==> src/logic/sifhDefs_defs.svh <==
`ifndef SIFH_DEFS_SVH
`define SIFH_DEFS_SVH

// width of one raw sample and of an averaged pixel value
`define NP 10

// pixels held by one group of the front end
`define PIXEL_NUM_PER_RAM 3

// groups delivered per acquisition
`define RAM_NUM 2

// histogram bins kept for every pixel
`define BIN_NUM 8

// width of one bin counter
`define CNT_W 12

`endif

==> src/logic/sifhPkg.sv <==
`include "sifhDefs_defs.svh"

package sifhPkg;

    // raw sample as it arrives on the input stream
    typedef logic [`NP-1:0] sampleT;

    // pair average of one pixel
    typedef logic [`NP-1:0] pixelValT;

    // pixel index over all groups of an acquisition
    typedef logic [$clog2(`RAM_NUM * `PIXEL_NUM_PER_RAM)-1:0] pixelIdxT;

    typedef logic [$clog2(`BIN_NUM)-1:0] binIdxT;

    typedef logic [`CNT_W-1:0] binCountT;

    // pixel times bin count plus bin
    typedef logic [$bits(pixelIdxT) + $bits(binIdxT)-1:0] binAddrT;

    typedef logic [3:0] shiftT;

    typedef logic [7:0] acqCntT;

    // builder sequencing: First and Second take the two samples of a pixel,
    // Hold closes an acquisition
    typedef enum logic [1:0] {
        Idle,
        First,
        Second,
        Hold
    } seqStateT;

endpackage

==> src/logic/hisBuilderFSM.sv <==
`timescale 1ns/1ps
`include "sifhDefs_defs.svh"

module hisBuilderFSM (
    input  logic                               clk,
    input  logic                               rstN,
    input  logic                               wrEn,
    input  sifhPkg::sampleT                    data,
    input  logic                               busy,
    input  sifhPkg::shiftT                     binShift,
    output logic                               valWrEn,
    output sifhPkg::pixelIdxT                  valAddr,
    output sifhPkg::pixelValT                  valData,
    input  sifhPkg::pixelValT                  valRd0,
    input  sifhPkg::pixelValT                  valRd1,
    input  sifhPkg::pixelValT                  valRd2,
    output logic [`NP*`PIXEL_NUM_PER_RAM-1:0]  result,
    output logic                               incEn,
    output sifhPkg::binAddrT                   incAddr,
    output logic                               acqDone
);
    import sifhPkg::*;

    localparam int       PIX_TOTAL = `RAM_NUM * `PIXEL_NUM_PER_RAM;
    localparam pixelIdxT LAST_PIX  = pixelIdxT'(PIX_TOTAL - 1);
    localparam binIdxT   MAX_BIN   = binIdxT'(`BIN_NUM - 1);

    seqStateT     state;
    pixelIdxT     pixIdx;
    sampleT       firstSample;
    logic         accept;
    logic         pairDone;
    logic [`NP:0] pairSum;
    pixelValT     pairAvg;
    pixelValT     binRaw;
    binIdxT       bin;
    logic         resPend;

    // samples are taken only in First and Second, and never while readout runs
    assign accept   = wrEn && !busy && (state == First || state == Second);
    assign pairDone = accept && (state == Second);

    assign pairSum = {1'b0, firstSample} + {1'b0, data};
    assign pairAvg = pixelValT'(pairSum >> 1);

    // large values pile up in the top bin
    assign binRaw = pairAvg >> binShift;
    assign bin    = (binRaw > pixelValT'(MAX_BIN)) ? MAX_BIN : binIdxT'(binRaw);

    // after the last pair Hold and Idle drop samples for two cycles,
    // giving readout time to see acqDone and raise busy
    always_ff @(posedge clk or negedge rstN) begin
        if (!rstN) begin
            state   <= Idle;
            pixIdx  <= '0;
            acqDone <= 1'b0;
        end else begin
            acqDone <= 1'b0;
            case (state)
                Idle: begin
                    state <= First;
                end
                First: begin
                    if (accept) begin
                        state <= Second;
                    end
                end
                Second: begin
                    if (accept) begin
                        if (pixIdx == LAST_PIX) begin
                            pixIdx <= '0;
                            state  <= Hold;
                        end else begin
                            pixIdx <= pixIdx + 1'b1;
                            state  <= First;
                        end
                    end
                end
                Hold: begin
                    acqDone <= 1'b1;
                    state   <= Idle;
                end
                default: begin
                    state <= Idle;
                end
            endcase
        end
    end

    always_ff @(posedge clk) begin
        if (accept && state == First) begin
            firstSample <= data;
        end
    end

    // value write and count increment leave together, result follows one cycle
    // after the value has landed in the store
    always_ff @(posedge clk or negedge rstN) begin
        if (!rstN) begin
            valWrEn <= 1'b0;
            incEn   <= 1'b0;
            resPend <= 1'b0;
            valAddr <= '0;
            result  <= '0;
        end else begin
            valWrEn <= pairDone;
            incEn   <= pairDone;
            resPend <= valWrEn;
            if (pairDone) begin
                valAddr <= pixIdx;
            end
            if (resPend) begin
                result <= {valRd2, valRd1, valRd0};
            end
        end
    end

    always_ff @(posedge clk) begin
        if (pairDone) begin
            valData <= pairAvg;
            incAddr <= binAddrT'(pixIdx * `BIN_NUM + bin);
        end
    end

    // readout may only start while the builder waits for the first sample of a new acquisition
    readoutAtBoundary: assert property (@(posedge clk) disable iff (!rstN)
        $rose(busy) |-> (state == First && pixIdx == '0))
        else $error("hisBuilderFSM: readout started inside an acquisition");

endmodule

==> src/logic/histConfig.sv <==
`timescale 1ns/1ps

module histConfig (
    input  logic             clk,
    input  logic             rstN,
    input  logic             cfgWrEn,
    input  logic             cfgAddr,
    input  sifhPkg::acqCntT  cfgData,
    output sifhPkg::shiftT   binShift,
    output sifhPkg::acqCntT  acqTarget
);
    import sifhPkg::*;

    localparam shiftT  SHIFT_RST  = 4'd7;
    localparam acqCntT TARGET_RST = 8'd2;

    localparam logic ADDR_SHIFT  = 1'b0;
    localparam logic ADDR_TARGET = 1'b1;

    // a new shift may land in the middle of an acquisition and simply
    // applies to the pixels that follow it
    always_ff @(posedge clk or negedge rstN) begin
        if (!rstN) begin
            binShift  <= SHIFT_RST;
            acqTarget <= TARGET_RST;
        end else if (cfgWrEn) begin
            case (cfgAddr)
                ADDR_SHIFT: begin
                    binShift <= shiftT'(cfgData);
                end
                ADDR_TARGET: begin
                    acqTarget <= cfgData;
                end
                default: begin
                    binShift <= binShift;
                end
            endcase
        end
    end

endmodule

==> src/logic/histReadout.sv <==
`timescale 1ns/1ps
`include "sifhDefs_defs.svh"

module histReadout (
    input  logic               clk,
    input  logic               rstN,
    input  logic               acqDone,
    input  sifhPkg::acqCntT    acqTarget,
    output logic               busy,
    output sifhPkg::binAddrT   rdAddr,
    input  sifhPkg::binCountT  rdData,
    output logic               clrEn,
    output sifhPkg::binAddrT   clrAddr,
    output logic               rdValid,
    output sifhPkg::pixelIdxT  rdPixel,
    output sifhPkg::binIdxT    rdBin,
    output sifhPkg::binCountT  rdCount
);
    import sifhPkg::*;

    localparam int      BIN_W     = $clog2(`BIN_NUM);
    localparam binAddrT LAST_ADDR = binAddrT'(`BIN_NUM * `RAM_NUM * `PIXEL_NUM_PER_RAM - 1);

    acqCntT acqCnt;
    logic   reading;
    logic   targetHit;

    // a zero target behaves like one
    assign targetHit = ({1'b0, acqCnt} + 9'd1) >= {1'b0, acqTarget};

    // every address is cleared in the same cycle it is read
    assign clrEn   = reading;
    assign clrAddr = rdAddr;

    // busy covers the whole sweep plus the cycle of the last output word
    always_ff @(posedge clk or negedge rstN) begin
        if (!rstN) begin
            acqCnt  <= '0;
            busy    <= 1'b0;
            reading <= 1'b0;
            rdAddr  <= '0;
            rdValid <= 1'b0;
        end else begin
            rdValid <= reading;
            if (!busy) begin
                if (acqDone) begin
                    if (targetHit) begin
                        busy    <= 1'b1;
                        reading <= 1'b1;
                        rdAddr  <= '0;
                    end else begin
                        acqCnt <= acqCnt + 1'b1;
                    end
                end
            end else if (reading) begin
                if (rdAddr == LAST_ADDR) begin
                    reading <= 1'b0;
                end else begin
                    rdAddr <= rdAddr + 1'b1;
                end
            end else if (rdValid) begin
                busy   <= 1'b0;
                acqCnt <= '0;
            end
        end
    end

    always_ff @(posedge clk) begin
        if (reading) begin
            rdCount <= rdData;
            rdPixel <= pixelIdxT'(rdAddr >> BIN_W);
            rdBin   <= binIdxT'(rdAddr);
        end
    end

endmodule

==> src/logic/histStore.sv <==
`timescale 1ns/1ps

module histStore #(
    parameter type payloadT = logic [7:0],
    parameter int  DEPTH    = 8,
    parameter int  RD_PORTS = 1,
    localparam int AW       = (DEPTH > 1) ? $clog2(DEPTH) : 1
) (
    input  logic                         clk,
    input  logic                         rstN,
    input  logic [RD_PORTS-1:0][AW-1:0]  rdAddr,
    output payloadT [RD_PORTS-1:0]       rdData,
    input  logic                         wrEn,
    input  logic [AW-1:0]                wrAddr,
    input  payloadT                      wrData,
    input  logic                         incEn,
    input  logic [AW-1:0]                incAddr
);

    payloadT       mem [DEPTH];
    logic          incPend;
    logic [AW-1:0] incPendAddr;
    payloadT       incPendVal;

    always_comb begin
        for (int i = 0; i < RD_PORTS; i++) begin
            rdData[i] = mem[rdAddr[i]];
        end
    end

    // increment is read-modify-write: the old value is captured now and
    // written back plus one on the next edge
    always_ff @(posedge clk or negedge rstN) begin
        if (!rstN) begin
            incPend <= 1'b0;
        end else begin
            incPend <= incEn;
        end
    end

    always_ff @(posedge clk) begin
        if (incEn) begin
            incPendAddr <= incAddr;
            incPendVal  <= mem[incAddr];
        end
    end

    always_ff @(posedge clk or negedge rstN) begin
        if (!rstN) begin
            for (int i = 0; i < DEPTH; i++) begin
                mem[i] <= '0;
            end
        end else begin
            if (wrEn) begin
                mem[wrAddr] <= wrData;
            end
            if (incPend) begin
                mem[incPendAddr] <= payloadT'(incPendVal + 1'b1);
            end
        end
    end

    // a closer increment would read the value before the previous write-back
    incSpacing: assert property (@(posedge clk) disable iff (!rstN) incEn |=> !incEn)
        else $error("histStore: increments less than two cycles apart");

    wrIncClash: assert property (@(posedge clk) disable iff (!rstN)
        (wrEn && incPend) |-> (wrAddr != incPendAddr))
        else $error("histStore: write and increment hit the same address");

endmodule

==> src/logic/sifhHistTop.sv <==
`timescale 1ns/1ps
`include "sifhDefs_defs.svh"

module sifhHistTop (
    input  logic                               clk,
    input  logic                               rstN,
    input  logic                               wrEn,
    input  sifhPkg::sampleT                    data,
    input  logic                               cfgWrEn,
    input  logic                               cfgAddr,
    input  sifhPkg::acqCntT                    cfgData,
    output logic [`NP*`PIXEL_NUM_PER_RAM-1:0]  result,
    output logic                               busy,
    output logic                               rdValid,
    output sifhPkg::pixelIdxT                  rdPixel,
    output sifhPkg::binIdxT                    rdBin,
    output sifhPkg::binCountT                  rdCount
);
    import sifhPkg::*;

    localparam int PIX_TOTAL = `RAM_NUM * `PIXEL_NUM_PER_RAM;
    localparam int CNT_DEPTH = PIX_TOTAL * `BIN_NUM;

    shiftT    binShift;
    acqCntT   acqTarget;
    logic     valWrEn;
    pixelIdxT valAddr;
    pixelValT valData;
    pixelIdxT groupBase;
    logic     incEn;
    binAddrT  incAddr;
    logic     acqDone;
    binAddrT  cntRdAddr;
    binCountT cntRdData;
    logic     clrEn;
    binAddrT  clrAddr;

    logic [`PIXEL_NUM_PER_RAM-1:0][$bits(pixelIdxT)-1:0] valRdAddr;
    pixelValT [`PIXEL_NUM_PER_RAM-1:0]                   valRd;

    // the result bus shows the whole group of the pixel written last
    assign groupBase = pixelIdxT'((valAddr / `PIXEL_NUM_PER_RAM) * `PIXEL_NUM_PER_RAM);

    always_comb begin
        for (int i = 0; i < `PIXEL_NUM_PER_RAM; i++) begin
            valRdAddr[i] = groupBase + pixelIdxT'(i);
        end
    end

    histConfig config0 (
        .clk(clk), .rstN(rstN), .cfgWrEn(cfgWrEn), .cfgAddr(cfgAddr),
        .cfgData(cfgData), .binShift(binShift), .acqTarget(acqTarget)
    );

    hisBuilderFSM builder (
        .clk(clk), .rstN(rstN), .wrEn(wrEn), .data(data), .busy(busy),
        .binShift(binShift), .valWrEn(valWrEn), .valAddr(valAddr), .valData(valData),
        .valRd0(valRd[0]), .valRd1(valRd[1]), .valRd2(valRd[2]), .result(result),
        .incEn(incEn), .incAddr(incAddr), .acqDone(acqDone)
    );

    histReadout readout (
        .clk(clk), .rstN(rstN), .acqDone(acqDone), .acqTarget(acqTarget), .busy(busy),
        .rdAddr(cntRdAddr), .rdData(cntRdData), .clrEn(clrEn), .clrAddr(clrAddr),
        .rdValid(rdValid), .rdPixel(rdPixel), .rdBin(rdBin), .rdCount(rdCount)
    );

    // readout clears through the write port, the builder counts through increments
    histStore #(.payloadT(binCountT), .DEPTH(CNT_DEPTH), .RD_PORTS(1)) countStore (
        .clk(clk), .rstN(rstN), .rdAddr(cntRdAddr), .rdData(cntRdData),
        .wrEn(clrEn), .wrAddr(clrAddr), .wrData('0), .incEn(incEn), .incAddr(incAddr)
    );

    histStore #(.payloadT(pixelValT), .DEPTH(PIX_TOTAL), .RD_PORTS(`PIXEL_NUM_PER_RAM)) valueStore (
        .clk(clk), .rstN(rstN), .rdAddr(valRdAddr), .rdData(valRd),
        .wrEn(valWrEn), .wrAddr(valAddr), .wrData(valData), .incEn(1'b0), .incAddr('0)
    );

endmodule

==> config.mk <==
export PLATFORM = sky130hd
export DESIGN_NAME = sifhHistTop
export DESIGN_NICKNAME = d
export VERILOG_FILES = /design/src/logic/sifhPkg.sv /design/src/logic/hisBuilderFSM.sv /design/src/logic/histConfig.sv /design/src/logic/histReadout.sv /design/src/logic/histStore.sv /design/src/logic/sifhHistTop.sv
export VERILOG_INCLUDE_DIRS = /design/src /design/src/logic
export SDC_FILE = /design/constraint.sdc
export NUM_CORES = 2
export LEC_CHECK = 0
export ABC_AREA = 1
export BUFFER_PORTS_ARGS = -buffer_cell sky130_fd_sc_hd__buf_4
export CAP_MARGIN = 10
export CELL_PAD_IN_SITES_DETAIL_PLACEMENT = 0
export CELL_PAD_IN_SITES_GLOBAL_PLACEMENT = 1
export CORE_MARGIN = 5
export CORE_UTILIZATION = 48
export CTS_CLUSTER_SIZE = 20
export DETAILED_ROUTE_END_ITERATION = 16
export PLACE_DENSITY_LB_ADDON = 0.1
export SYNTH_ARGS = -nofsm -noshare
export SYNTH_HDL_FRONTEND = slang
export SYNTH_SLANG_ARGS = --single-unit
==> constraint.sdc <==
create_clock -name clk -period 3.3 [get_ports clk]
set_input_delay 0.165 -clock clk [delete_from_list [all_inputs] [get_ports clk]]
set_output_delay 0.165 -clock clk [all_outputs]
set_load 0.02 [all_outputs]
==> impl_results.md <==
- Max-Cap Viols: 0
- Final GP Congestion: 0.9599
- Count leader, synth: o21ai_0
- Mux contribution to synthesized area: 0.1256%
- Pins Over Slew Limit: 0
- Design Area, Final: 44930 sq um
- CTS HTree Levels: 3
- Post-synthesis cell type count: 51
- Cts hold-fix bufs: 25
- Top FF cell, synth: dfrtp_1
- Post-synth ARST share: 91.93%
- Area grow syn2layout: 12.74%
- DRC violation total after the first TritonRoute iteration: 5217
- Final net count: 4878
- DRC errors left: 0
- Internal: 20.21 mW
- Yosys top cell by area: dfrtp_1
- Sw power: 11.55 mW
- CTS Buffer Depth: 3
- Failing checks: negative setup slack
- Hold crit path type: input pin to register
- Via count of the first global-routing pass: 35319
- Synth top cells by count: o21ai_0, nand3_1, dfrtp_1
- Vias per cell: 6.463
- Mapped cell area: 39860 sq um
- Gr usage total: 35.22%
- Finish-stage setup viols: 36
- CP Data Required Time: 3.79 ns
- Cells after synthesis: 4927
- Max FO, Critical Path: 17
- Tcrit/Tclk final: 101.9%
- Largest family of logic cells by synthesized area: compound AO/OA/AOI/OAI gates
- Least-Margin Pin Slew: 1.248 ns
- Outcome: complete, but fails checks
- Post-DRT Antenna Nets: 0
- IO Port Bufs: 72
- I/O pin count: 73
- DP HPWL: 103000 microns
- Leak: 18.98 nW
- Syn_nets: 4976
- Ranking of synthesized cells by area: dfrtp_1, o21ai_0, nand3_1
- First-pass GRT wire length: 239100 microns
- TNS Setup: -0.9366 ns
- RSZ-0062 raised after global routing: false
- Post-synth top area share: 44.07%
- Inserted Clock Buffers: 87
- Final core area utilization: 54.64%
- Post-route minimum period: 3.361 ns
- Synthesis warning total: 0
- Crit end category: register
- Placed insts: 5785
- Seq/Total Area, Yosys: 49.01%
- Pin count of the biggest net entering global routing: 99
- Clock network fraction of design power: 32.6%
- Die W: 298.2 microns
- Post-Synth XOR/XNOR Area: 0.3955%
- Post-DP Area: 41650 sq um
- Sw Share: 36.36%
- Pwr Density: 706.6 nW/um^2
- First-pass iteration count of the detailed router: 6
- Total Routed Length: 161900 microns
- Post_cts resized: 0
- Share of post-route cells with drive strength above 1: 8.366%
- Compound-Gate Fraction of Synth Area: 22.74%
- Crit Path Category: register to register
- Setup bufs post-CTS: 0
- Hold Fails Final Rpt: 0
- Total number of vias: 38588
- Clock Latency Late Sink: 0.67 ns
- Startpoint types: register
- TritonCTS clock tree: yes
- Slew HR: 16.46%
- Die area: 88900 sq um
- Grt total ovfl: 0
- WL/cell: 27.12 microns
- Maximum vdd ir drop: 0.4518 mV
- Fin cells: 5971
- Clock sink count: 768
- Syn Area/Cell: 8.090 sq um
- Initial antenna violation count: 1
- Post-synth EDFFs: 62
- Initial Util: 48.46%
- Yosys reg bits: 768
- Fraction of the mapped netlist area in adder cells: 0.8350%
- Clock transition at path regs: 0.06 ns
- Combinational Power Share: 28.4%
- Row count: 105
- # diodes: 0
- Register share of total power: 38.9%
- Synth Area in Simple Gates: 19.87%
- Total core area: 82240 sq um
- Die height: 298.2 microns
- Fmax: 0.2975 GHz
- Clk root buf: clkbuf_16
- Final worst slack: -0.06106 ns
- WP data arrival: 3.85 ns
- Final Skew: 0.02850 ns
==> layer usage <==
metal | share of wire, % | track usage, %
met5 | 0.010 | 0
met4 | 5.8 | 16.08
met2 | 42 | 50.84
met3 | 11 | 9.218
met1 | 41 | 49.86
==> final cells by class <==
class | instances | area [sq um]
clock buffers | 142 | 2733
clock inverters | 19 | 301.5
fillers | 7722 | 37310
inverters | 291 | 1105
multi-input cells | 3436 | 17650
flip-flops and latches | 768 | 19530
well taps | 1070 | 1339
repair buffers | 245 | 2272
==> through the flow <==
stage / hold slack [ns] / setup WS (ns) / power [mW]
3_3_place_gp: 0.2187 / 0.2082 / 21.15
6_report: 0.1081 / -0.06106 / 31.75
2_1_floorplan: -0.1306 / 0.9725 / 17.55
5_1_grt: 0.1542 / 0.04744 / 33.19
3_5_place_dp: 0.2219 / 0.1284 / 21.27
4_1_cts: 0.08384 / 0.1337 / 31.63
==> logic make-up (layout without fill, tap and decap cells) <==
group,after synthesis,count (layout)
and+or+nand+nor,1789,1789
AOI/OAI and AO/OA,1598,1598
xor gates and xnor gates,18,18
DFF,768,768
buffers and inverters,723,697
muxes,5,5
adders and majority gates,26,26
==> sequential cells by signal, summed over array words and instances (netlist names), 2 cells and up <==
register and count:
builder.firstSample 10, builder.incAddr 6, builder.pixIdx 3, builder.result 30, builder.state 2, builder.valAddr 3, builder.valData 10, config0.acqTarget 8
config0.binShift 4, countStore.incPendAddr 6, countStore.incPendVal 12, countStore.mem 576, readout.acqCnt 8, readout.clrAddr 6, readout.rdBin 3, readout.rdCount 12
readout.rdPixel 3, valueStore.mem 60
==> cells in the final DEF (no fill, tap or decap), drive strengths merged, types with 7 or more instances in the layout <==
cell         instances
o21ai             1061
nand3              749
dfrtp              702
nand2              677
nor2               298
inv                293
buf                220
a21oi              175
clkbuf             142
a221oi              73
edfxtp              62
o211ai              56
a22oi               55
o221ai              51
nand4               49
o22ai               42
ha                  25
dlygate4sd3         25
a31oi               24
o2111ai             21
o2bb2ai             16
xor2                16
nor3                11
clkinv               9
bufinv               8
a22o                 7
==> path summary, 6_finish.rpt <==
kind / from / to / slack (ns) / depth (start not counted)
worst max-delay path: readout.clrAddr[0] / countStore.mem[547] / -0.06 / 7
worst min-delay path: cfgWrEn / config0.acqTarget[1] / 0.11 / 4
worst max register to register: readout.clrAddr[0] / countStore.mem[547] / -0.06 / 7
worst min register to register: builder.result[4] / builder.result[4] / 0.48 / 2
max in group asynchronous: rstN / countStore.mem[546] / 2.12 / 3
min in group asynchronous: rstN / builder.result[20] / 0.12 / 2
==> critical path, stage by stage (launching register included) <==
cell     delay (ns)
dfrtp_1        0.50
inv_2          0.20
nand3_2        0.18
buf_12         0.23
nor2_1         0.95
nand2_1        0.76
nand3_1        0.26
o21ai_0        0.12
==> power groups by stage <==
stage,clock network (mW),logic [mW],registers (mW)
floorplan,0,5.17,12.4
global placement,0,8.68,12.5
detailed placement,0,8.79,12.5
CTS,10.5,8.84,12.3
global route,10.8,9.80,12.5
finish,10.4,9.02,12.4
Power figures use the tool's default switching activity.
